File: config.mk
export PLATFORM = sky130hd
export DESIGN_NAME = router
export DESIGN_NICKNAME = d
export VERILOG_FILES = /design/src/rtl/nocPkg.sv /design/src/rtl/routePkg.sv /design/src/rtl/inputFifo.sv /design/src/rtl/lbdrRoute.sv /design/src/rtl/switchAllocator.sv /design/src/rtl/crossbar.sv /design/src/rtl/router.sv
export SDC_FILE = /design/constraint.sdc
export NUM_CORES = 2
export LEC_CHECK = 0
export BUFFER_PORTS_ARGS = -buffer_cell sky130_fd_sc_hd__buf_2
export CAP_MARGIN = 40
export CORE_ASPECT_RATIO = 0.5
export CORE_MARGIN = 2
export CORE_UTILIZATION = 30
export DETAILED_ROUTE_END_ITERATION = 10
export SYNTH_ARGS = -nofsm -noshare
export SYNTH_HDL_FRONTEND = slang
export SYNTH_SLANG_ARGS = --single-unit
File: constraint.sdc
create_clock -name clk -period 9.04 [get_ports clk]
set_input_delay 2.26 -clock clk [delete_from_list [all_inputs] [get_ports clk]]
set_output_delay 2.26 -clock clk [all_outputs]
set_load 0.02 [all_outputs]
File: src/rtl/nocPkg.sv
// Shared flit and port definitions for the 4x4 mesh router
// Address is 4 bits, x in the low half and y in the high half
// A flit is 32 bits. Single-flit packets are not supported
`default_nettype none

package nocPkg;

  // Router port count, fixed for a 2D mesh plus local
  localparam int NumPorts = 5;

  // Mesh address, bits 1:0 are x and bits 3:2 are y
  typedef logic [3:0] addrT;

  // Flit payload carried beside kind and destination
  typedef logic [25:0] flitDataT;

  // Flit kinds within one wormhole packet
  typedef enum logic [1:0] {
    FlitHeader  = 2'd0,
    FlitPayload = 2'd1,
    FlitTail    = 2'd2
  } flitKindT;

  // One flit, as carried by FIFOs, crossbar lanes and ports
  typedef struct packed {
    flitKindT kind;
    addrT     dst;
    flitDataT data;
  } flitT;

  // Port indices, also the bit order of a route vector
  typedef enum logic [2:0] {
    PortNorth = 3'd0,
    PortEast  = 3'd1,
    PortWest  = 3'd2,
    PortSouth = 3'd3,
    PortLocal = 3'd4
  } portT;

endpackage

`default_nettype wire

File: src/rtl/routePkg.sv
// LBDR configuration types, minimal support only
// Routing bits go ne, nw, en, es, wn, ws, se, sw from bit 0 up
// Connectivity bits go n, e, w, s from bit 0 up
`default_nettype none

package routePkg;

  // Routing bits, two per output port
  typedef logic [7:0] rxyT;

  // Connectivity bits, one per mesh output
  typedef logic [3:0] cxT;

  // One-hot output port vector, indexed by nocPkg::portT, zero when unroutable
  typedef logic [4:0] routeT;

  // Bit positions inside rxyT
  localparam int RNe = 0;
  localparam int RNw = 1;
  localparam int REn = 2;
  localparam int REs = 3;
  localparam int RWn = 4;
  localparam int RWs = 5;
  localparam int RSe = 6;
  localparam int RSw = 7;

  // Bit positions inside cxT
  localparam int CN = 0;
  localparam int CE = 1;
  localparam int CW = 2;
  localparam int CS = 3;

  // Sampled while rst is high, shared by all route units
  typedef struct packed {
    rxyT          rxy;
    cxT           cx;
    nocPkg::addrT curAddr;
  } routeCfgT;

endpackage

`default_nettype wire

File: src/rtl/inputFifo.sv
// Per-input flit FIFO, FifoDepth must be a power of two, 2 or more
// Head flit is visible the cycle after the write
// Writes while full are dropped and flagged as an upstream error
`timescale 1ns/1ps
`default_nettype none

module inputFifo #(
  parameter int FifoDepth = 4
) (
  input  wire logic  clk,
  input  wire logic  rst,
  input  nocPkg::flitT wrFlit,
  input  wire logic  wrEn,
  input  wire logic  pop,
  output nocPkg::flitT headFlit,
  output logic       empty,
  output logic       full
);

  import nocPkg::*;

  localparam int PtrW = $clog2(FifoDepth);

  // Flit storage
  flitT mem [FifoDepth];

  logic [PtrW-1:0] wrPtr;
  logic [PtrW-1:0] rdPtr;
  // One extra bit so a full FIFO is distinguishable from empty
  logic [PtrW:0]   count;

  logic doWrite;
  logic doRead;

  assign empty = (count == '0);
  assign full  = (count == (PtrW + 1)'(FifoDepth));

  // Guarded transfers
  assign doWrite = wrEn && !full;
  assign doRead  = pop && !empty;

  assign headFlit = mem[rdPtr];

  // Storage write, no reset needed
  always_ff @(posedge clk) begin
    if (doWrite) begin
      mem[wrPtr] <= wrFlit;
    end
  end

  // Pointers wrap naturally since depth is a power of two
  always_ff @(posedge clk) begin
    if (rst) begin
      wrPtr <= '0;
      rdPtr <= '0;
      count <= '0;
    end else begin
      if (doWrite) begin
        wrPtr <= wrPtr + 1'b1;
      end
      if (doRead) begin
        rdPtr <= rdPtr + 1'b1;
      end
      case ({doWrite, doRead})
        2'b10:   count <= count + 1'b1;
        2'b01:   count <= count - 1'b1;
        default: count <= count;
      endcase
    end
  end

  // Upstream must honour full
  noWriteWhenFull: assert property (@(posedge clk) disable iff (rst) !(wrEn && full))
    else $error("write to a full input FIFO");

  // Allocator must only pop a flit that is there
  noPopWhenEmpty: assert property (@(posedge clk) disable iff (rst) !(pop && empty))
    else $error("pop from an empty input FIFO");

endmodule

`default_nettype wire

File: src/rtl/lbdrRoute.sv
// LBDR route unit with minimal support and no deroutes or forks
// Config is captured only while rst is high
// Route is taken from the header and held until the tail is popped
`timescale 1ns/1ps
`default_nettype none

module lbdrRoute (
  input  wire logic         clk,
  input  wire logic         rst,
  input  routePkg::routeCfgT cfg,
  input  nocPkg::flitT      headFlit,
  input  wire logic         empty,
  input  wire logic         tailDone,
  output routePkg::routeT   route,
  output logic              routeValid,
  output logic              drop,
  output logic              routeError
);

  import nocPkg::*;
  import routePkg::*;

  typedef enum logic [1:0] {
    Idle,
    Routed,
    Dropping
  } stateT;

  stateT    state;
  routeCfgT cfgQ;
  routeT    routeQ;
  routeT    nextRoute;
  logic     errQ;
  logic     headerAtHead;

  // Coordinates of this router and the packet destination
  logic [1:0] xCur;
  logic [1:0] yCur;
  logic [1:0] xDst;
  logic [1:0] yDst;

  // Direction comparators
  logic goN;
  logic goE;
  logic goW;
  logic goS;

  // Configuration capture during reset
  always_ff @(posedge clk) begin
    if (rst) begin
      cfgQ <= cfg;
    end
  end

  assign xCur = cfgQ.curAddr[1:0];
  assign yCur = cfgQ.curAddr[3:2];
  assign xDst = headFlit.dst[1:0];
  assign yDst = headFlit.dst[3:2];

  // Smaller y is further north
  assign goN = (yDst < yCur);
  assign goS = (yDst > yCur);
  assign goE = (xDst > xCur);
  assign goW = (xDst < xCur);

  // LBDR equations where straight lines need only Cx
  // and quadrants need the matching routing bit too
  always_comb begin
    nextRoute = '0;
    nextRoute[PortNorth] = ((goN && !goE && !goW) ||
                            (goN && goE && cfgQ.rxy[RNe]) ||
                            (goN && goW && cfgQ.rxy[RNw])) && cfgQ.cx[CN];
    // East is ANDed with its connectivity bit like the others
    nextRoute[PortEast]  = ((goE && !goN && !goS) ||
                            (goE && goN && cfgQ.rxy[REn]) ||
                            (goE && goS && cfgQ.rxy[REs])) && cfgQ.cx[CE];
    nextRoute[PortWest]  = ((goW && !goN && !goS) ||
                            (goW && goN && cfgQ.rxy[RWn]) ||
                            (goW && goS && cfgQ.rxy[RWs])) && cfgQ.cx[CW];
    nextRoute[PortSouth] = ((goS && !goE && !goW) ||
                            (goS && goE && cfgQ.rxy[RSe]) ||
                            (goS && goW && cfgQ.rxy[RSw])) && cfgQ.cx[CS];
    // Own address
    nextRoute[PortLocal] = !goN && !goE && !goW && !goS;
  end

  assign headerAtHead = !empty && (headFlit.kind == FlitHeader);

  // Per-packet route FSM
  always_ff @(posedge clk) begin
    if (rst) begin
      state  <= Idle;
      routeQ <= '0;
      errQ   <= 1'b0;
    end else begin
      errQ <= 1'b0;
      case (state)
        Idle: begin
          if (headerAtHead) begin
            routeQ <= nextRoute;
            if (nextRoute == '0) begin
              // Unroutable so the whole packet is flushed
              state <= Dropping;
              errQ  <= 1'b1;
            end else begin
              state <= Routed;
            end
          end
        end
        Routed, Dropping: begin
          // Release once the tail has left the FIFO
          if (tailDone) begin
            state  <= Idle;
            routeQ <= '0;
          end
        end
        default: state <= Idle;
      endcase
    end
  end

  assign route      = routeQ;
  assign routeValid = (state == Routed);
  assign drop       = (state == Dropping);
  assign routeError = errQ;

  // A held route names exactly one port
  routeOneHot: assert property (@(posedge clk) disable iff (rst)
    routeValid |-> $onehot(route))
    else $error("held route is not one-hot");

endmodule

`default_nettype wire

File: src/rtl/switchAllocator.sv
// Per-output round-robin switch allocator with wormhole locks
// An output stays locked from header grant until its owner pops the tail
// Outputs never stall, so a granted head flit always leaves
`timescale 1ns/1ps
`default_nettype none

module switchAllocator (
  input  wire logic                        clk,
  input  wire logic                        rst,
  input  routePkg::routeT                  route [nocPkg::NumPorts],
  input  wire logic [nocPkg::NumPorts-1:0] routeValid,
  input  wire logic [nocPkg::NumPorts-1:0] drop,
  input  wire logic [nocPkg::NumPorts-1:0] empty,
  input  nocPkg::flitKindT                 headKind [nocPkg::NumPorts],
  output logic [nocPkg::NumPorts-1:0]      pop,
  output logic [nocPkg::NumPorts-1:0]      tailDone,
  output nocPkg::portT                     xbarSel [nocPkg::NumPorts],
  output logic [nocPkg::NumPorts-1:0]      xbarEn
);

  import nocPkg::*;
  import routePkg::*;

  // Lock state and last winner per output
  logic [NumPorts-1:0] locked;
  portT                owner [NumPorts];
  portT                rrPtr [NumPorts];

  // req[i][o], input i wants output o this cycle
  routeT               req [NumPorts];
  portT                grantIdx [NumPorts];
  logic [NumPorts-1:0] grantValid;

  // Outputs granting each input, for the exclusivity check
  logic [2:0]          grantCount [NumPorts];
  logic [NumPorts-1:0] multiGrant;

  // Requests only from routed inputs with a flit waiting
  always_comb begin
    for (int i = 0; i < NumPorts; i++) begin
      req[i] = (routeValid[i] && !empty[i]) ? route[i] : '0;
    end
  end

  // Grant selection
  always_comb begin
    int cand;
    cand = 0;
    for (int o = 0; o < NumPorts; o++) begin
      grantIdx[o]   = owner[o];
      grantValid[o] = 1'b0;
      if (locked[o]) begin
        // Owner keeps the output, moves whenever it has a flit
        grantValid[o] = !empty[owner[o]];
      end else begin
        // Search starts just after the last winner
        for (int k = 1; k <= NumPorts; k++) begin
          cand = (int'(rrPtr[o]) + k) % NumPorts;
          if (!grantValid[o] && req[cand][o]) begin
            grantValid[o] = 1'b1;
            grantIdx[o]   = portT'(cand);
          end
        end
      end
    end
  end

  // Pops come from grants or from a packet being flushed
  always_comb begin
    for (int i = 0; i < NumPorts; i++) begin
      pop[i]        = drop[i] && !empty[i];
      grantCount[i] = '0;
    end
    for (int o = 0; o < NumPorts; o++) begin
      if (grantValid[o]) begin
        pop[grantIdx[o]]        = 1'b1;
        grantCount[grantIdx[o]] = grantCount[grantIdx[o]] + 3'd1;
      end
    end
    for (int i = 0; i < NumPorts; i++) begin
      tailDone[i]   = pop[i] && (headKind[i] == FlitTail);
      multiGrant[i] = (grantCount[i] > 3'd1);
    end
  end

  always_comb begin
    for (int o = 0; o < NumPorts; o++) begin
      xbarSel[o] = grantIdx[o];
    end
  end

  assign xbarEn = grantValid;

  // Lock and pointer update
  always_ff @(posedge clk) begin
    if (rst) begin
      locked <= '0;
      for (int o = 0; o < NumPorts; o++) begin
        owner[o] <= PortLocal;
        // So the first search starts at north
        rrPtr[o] <= PortLocal;
      end
    end else begin
      for (int o = 0; o < NumPorts; o++) begin
        if (grantValid[o]) begin
          if (headKind[grantIdx[o]] == FlitTail) begin
            locked[o] <= 1'b0;
          end else begin
            locked[o] <= 1'b1;
            owner[o]  <= grantIdx[o];
          end
          if (!locked[o]) begin
            rrPtr[o] <= grantIdx[o];
          end
        end
      end
    end
  end

  // Relies on one-hot routes from the route units and on lock bookkeeping
  singleGrant: assert property (@(posedge clk) disable iff (rst) multiGrant == '0)
    else $error("input granted by more than one output");

endmodule

`default_nettype wire

File: src/rtl/crossbar.sv
// Registered 5x5 flit crossbar, one cycle from select to output
// outValid is a one-cycle strobe per forwarded flit
`timescale 1ns/1ps
`default_nettype none

module crossbar (
  input  wire logic                        clk,
  input  wire logic                        rst,
  input  nocPkg::flitT                     inFlit [nocPkg::NumPorts],
  input  nocPkg::portT                     sel [nocPkg::NumPorts],
  input  wire logic [nocPkg::NumPorts-1:0] en,
  output nocPkg::flitT                     outFlit [nocPkg::NumPorts],
  output logic [nocPkg::NumPorts-1:0]      outValid
);

  import nocPkg::*;

  // Output data lanes, loaded only on a grant
  always_ff @(posedge clk) begin
    for (int o = 0; o < NumPorts; o++) begin
      if (en[o]) begin
        outFlit[o] <= inFlit[sel[o]];
      end
    end
  end

  // Strobe follows the enable by one cycle
  always_ff @(posedge clk) begin
    if (rst) begin
      outValid <= '0;
    end else begin
      outValid <= en;
    end
  end

endmodule

`default_nettype wire

File: src/rtl/router.sv
// Five-port wormhole router for a 4x4 mesh with LBDR routing
// Outputs always accept, upstream must hold off while inFull is high
// cfg is sampled only while rst is high
`timescale 1ns/1ps
`default_nettype none

module router #(
  parameter int FifoDepth = 4
) (
  input  wire logic                        clk,
  input  wire logic                        rst,
  input  routePkg::routeCfgT               cfg,
  input  nocPkg::flitT                     inFlit [nocPkg::NumPorts],
  input  wire logic [nocPkg::NumPorts-1:0] inValid,
  output logic [nocPkg::NumPorts-1:0]      inFull,
  output nocPkg::flitT                     outFlit [nocPkg::NumPorts],
  output logic [nocPkg::NumPorts-1:0]      outValid,
  output logic [nocPkg::NumPorts-1:0]      routeError
);

  import nocPkg::*;
  import routePkg::*;

  // FIFO heads
  flitT                headFlit [NumPorts];
  flitKindT            headKind [NumPorts];
  logic [NumPorts-1:0] empty;

  // Route unit outputs
  routeT               route [NumPorts];
  logic [NumPorts-1:0] routeValid;
  logic [NumPorts-1:0] drop;

  // Allocator outputs
  logic [NumPorts-1:0] pop;
  logic [NumPorts-1:0] tailDone;
  portT                xbarSel [NumPorts];
  logic [NumPorts-1:0] xbarEn;

  for (genvar i = 0; i < NumPorts; i++) begin : gInput
    inputFifo #(
      .FifoDepth (FifoDepth)
    ) fifo_i (
      .clk      (clk),
      .rst      (rst),
      .wrFlit   (inFlit[i]),
      .wrEn     (inValid[i]),
      .pop      (pop[i]),
      .headFlit (headFlit[i]),
      .empty    (empty[i]),
      .full     (inFull[i])
    );

    // Kind of the head flit, for tail detection in the allocator
    assign headKind[i] = headFlit[i].kind;

    lbdrRoute route_i (
      .clk        (clk),
      .rst        (rst),
      .cfg        (cfg),
      .headFlit   (headFlit[i]),
      .empty      (empty[i]),
      .tailDone   (tailDone[i]),
      .route      (route[i]),
      .routeValid (routeValid[i]),
      .drop       (drop[i]),
      .routeError (routeError[i])
    );
  end

  switchAllocator alloc_i (
    .clk        (clk),
    .rst        (rst),
    .route      (route),
    .routeValid (routeValid),
    .drop       (drop),
    .empty      (empty),
    .headKind   (headKind),
    .pop        (pop),
    .tailDone   (tailDone),
    .xbarSel    (xbarSel),
    .xbarEn     (xbarEn)
  );

  crossbar xbar_i (
    .clk      (clk),
    .rst      (rst),
    .inFlit   (headFlit),
    .sel      (xbarSel),
    .en       (xbarEn),
    .outFlit  (outFlit),
    .outValid (outValid)
  );

endmodule

`default_nettype wire

==> run_results.csv <==
group,metric,value,unit
outcome,status,"completed",
timing,hold_violations,0,
setup_path,worstPathArrival,8.64,ns
logic_synthesis,synth_nets,4650,
routing,ant_nets,0,
timing,skew,0.0891,ns
layout,final_nets,4940,
logic_synthesis,ys_top_cells_by_area,"edfxtp_1 (49%), mux4_2 (7.5%), mux2i_1 (5.3%)",
clocking,cts_tree,"done",
floorplan,die_h,298,um
global_routing,grt_pass1_wl,260,mm
logic_synthesis,ys_ff_latch,941,
clocking,cts_buffers,94,
timing,max_freq,0.124,GHz
logic_synthesis,syn_inst,4274,
floorplan,die_x,591,um
logic_synthesis,syn-mean-instance-area,12.1,um^2
logic_synthesis,syn_area,51800,um^2
logic_synthesis,synth_edf_count,846,
min_path,hold_path_class,"reg -> reg",
layout,drive_above_1_share,19.6,%
timing,maxSlewHeadroom,33.7,%
routing,vias_per_cell,5.64,
routing,wirelength,181,mm
timing,layout_setup_ws,0.960,ns
global_routing,antenna_found_initial,38,
placed_design,place.gp.congestion,0.956,
clocking,clockBufferDepth,3,
min_path,min-delay-start,"gInput[3].route_i.route[0]",
logic_synthesis,synth_flop_cell,"edfxtp_1",
layout,syn_to_final_growth,15.2,%
floorplan,core-area,171000,um^2
timing,setup_tns,0,ns
logic_synthesis,yosys-top-cells-count,"edfxtp_1 (846), nor2_1 (301), mux2i_1 (276)",
logic_synthesis,synth.most_common_cell,"edfxtp_1",
setup_path,startpoint_type,"register",
logic_synthesis,synth-seq-area-share,52.8,%
timing,fin_crit_sh,89.4,%
routing,avgRoutedWirePerCell,26.1,um
routing,drcViolationCount,0,
floorplan,core.rowCount,107,
routing,dr.pass1.iters,6,
global_routing,grt_use_total,19.8,%
timing,slew_viol_final,0,
clocking,clk_pin_slew,0.06,ns
clocking,cts-root-buf,"clkbuf_16",
logic_synthesis,synth-async-reset-ratio,0,%
global_routing,grt_max_degree,80,
floorplan,pin_count,358,
clocking,post_cts_buffers,0,
setup_path,timing.rr.start,"alloc_i.rrPtr[0][4]",
timing,worst_pin_slew,0.981,ns
logic_synthesis,synth_top_area_share,49.1,%
clocking,h-tree-depth,3,
timing,rsz0062_at_grt,"false",
clocking,ctsResizeCount,0,
floorplan,start_util,30.3,%
routing,vias,39133,
global_routing,grt_pass1_vias,37509,
setup_path,startpoint,"alloc_i.rrPtr[0][4]",
logic_synthesis,yosysUniqueCellTypes,111,
global_routing,overflow,0,
setup_path,path_class,"reg -> reg",
timing,period_minus_slack,8.08,ns
logic_synthesis,ys_warn_count,0,
setup_path,required,9.60,ns
job,cap_violations,0,
clocking,cts_sinks,941,
clocking,clk_latency,0.73,ns
logic_synthesis,synth_area_leader_cell,"edfxtp_1",
timing,final-setup-viol-count,0,
routing,drt_iter0_drc,4650,
floorplan,dieArea,176000,um^2
clocking,postCtsHoldBufs,0,
placed_design,dp_slack,1.06,ns
setup_path,crit_fanout,34,
placed_design,dp_hpwl,135,mm
placed_design,port_buffers,357,
setup_path,endpoint_kind,"register",
## placed cells by master (no fill, tap or decap), types with 15 or more instances in the layout
master,Yosys,layout
edfxtp_1,846,846
buf_2,38,360
nor2_1,301,297
mux2i_1,276,276
nand2_1,256,255
a21oi_1,191,191
ha_1,188,188
inv_1,189,184
mux4_2,172,172
o21ai_0,153,152
nand3_1,115,115
o22ai_1,111,110
clkbuf_16,0,96
buf_4,13,93
dfxtp_1,95,90
a31oi_1,75,75
nor3_1,70,70
xnor2_1,48,48
o211ai_1,43,43
and2_1,48,42
nor4_1,39,39
a221oi_1,38,37
nand2b_1,36,36
nor2b_1,36,36
a41oi_1,33,33
o21a_1,32,32
a211oi_1,31,31
and3_1,30,30
or3_1,29,29
or2_2,28,28
nor3b_1,27,27
o31ai_1,27,26
a21o_1,26,25
mux2_2,20,20
clkinv_1,6,18
o32ai_1,18,18
xor2_1,15,15
clkbuf_1,181,15
## registers in the layout, indices dropped and copies added (netlist names), named ones only
name and count:
gInput.route_i.state 10, gInput.route_i.route 25, alloc_i.owner 15, gInput.route_i.routeError 5, gInput.fifo_i.rdPtr 10, alloc_i.locked 5
gInput.fifo_i.count 15, gInput.route_i.cfgQ 16, xbar_i.outFlit 160, alloc_i.rrPtr 15, gInput.fifo_i.mem 640, gInput.fifo_i.wrPtr 10
xbar_i.outValid 5
## stage by stage
step / area, um^2 / hold WS, ns / instances / util [%]
final: 59600 / 0.484 / 6935 / 34.9
after global routing: 59600 / 0.502 / 6930 / 34.9
after CTS: 59600 / 0.484 / 6930 / 34.9
after detailed placement: 56300 / 0.472 / 6757 / 33.0
after global placement: 56100 / 0.468 / 6742 / 32.9
after floorplan: 51800 / 0.442 / 4274 / -
## layer usage
metal	wire [um]	GRT usage, %	vias up
met5	156	0	-
met4	9690	9.43	24
met3	11000	2.74	405
met2	90400	34.8	1736
met1	69500	23.9	19705
li1	-	-	17263
## final timing paths
check             depth (start not counted)                          to  slack [ns]
hold / removal                            2  gInput[3].route_i.route[0]        0.48
setup reg to reg                         27   gInput[3].fifo_i.count[2]        0.96
hold reg to reg                           2  gInput[3].route_i.route[0]        0.48
setup / recovery                         27   gInput[3].fifo_i.count[2]        0.96
## worst max-delay path, stage by stage, from the launching register on
cell and delay (ns):
edfxtp_1 0.54, clkinv_1 0.39, ha_1 0.69, clkinv_1 0.37, ha_1 0.32, or2_2 0.29
o211ai_1 0.31, nand2_1 0.17, ha_1 0.24, nor2b_1 0.15, a2111oi_0 0.41, a211o_1 0.33
mux2_1 0.40, and3_1 0.19, o221ai_1 0.21, a311oi_1 0.17, o31ai_4 0.35, buf_4 0.52
and3_1 0.29, and3_1 0.23, nor3_1 0.09, inv_1 0.09, ha_1 0.18, inv_1 0.06
fa_1 0.37, xor2_1 0.16, or3_1 0.30, a21oi_1 0.17
## cells by family (layout without fill, tap and decap cells)
logic type,after synthesis,after routing,synth area share [%]
fa+ha+maj,193,193,4.74
xor+xnor,67,67,1.19
other cells,0,5,0
buf+inv,468,835,3.59
simple gates,1105,1105,10.6
flops,941,941,52.8
compound gates,1030,1030,13.8
mux,470,470,13.3
## layout make-up
| type | instances | area [um^2] |
|---|---|---|
| Timing Repair Buffer | 461 | 2660 |
| Sequential cell | 941 | 27300 |
| Multi-Input combinational cell | 2865 | 22700 |
| Clock inverter | 57 | 732 |
| Clock buffer | 116 | 2530 |
| Tap cell | 2289 | 2860 |
| Antenna cell | 5 | 12.5 |
| Inverter | 201 | 754 |
| Fill cell | 16575 | 111000 |
Power is not shown: default switching activity piles up to over one toggle a cycle in this logic, so the estimate is an artifact.
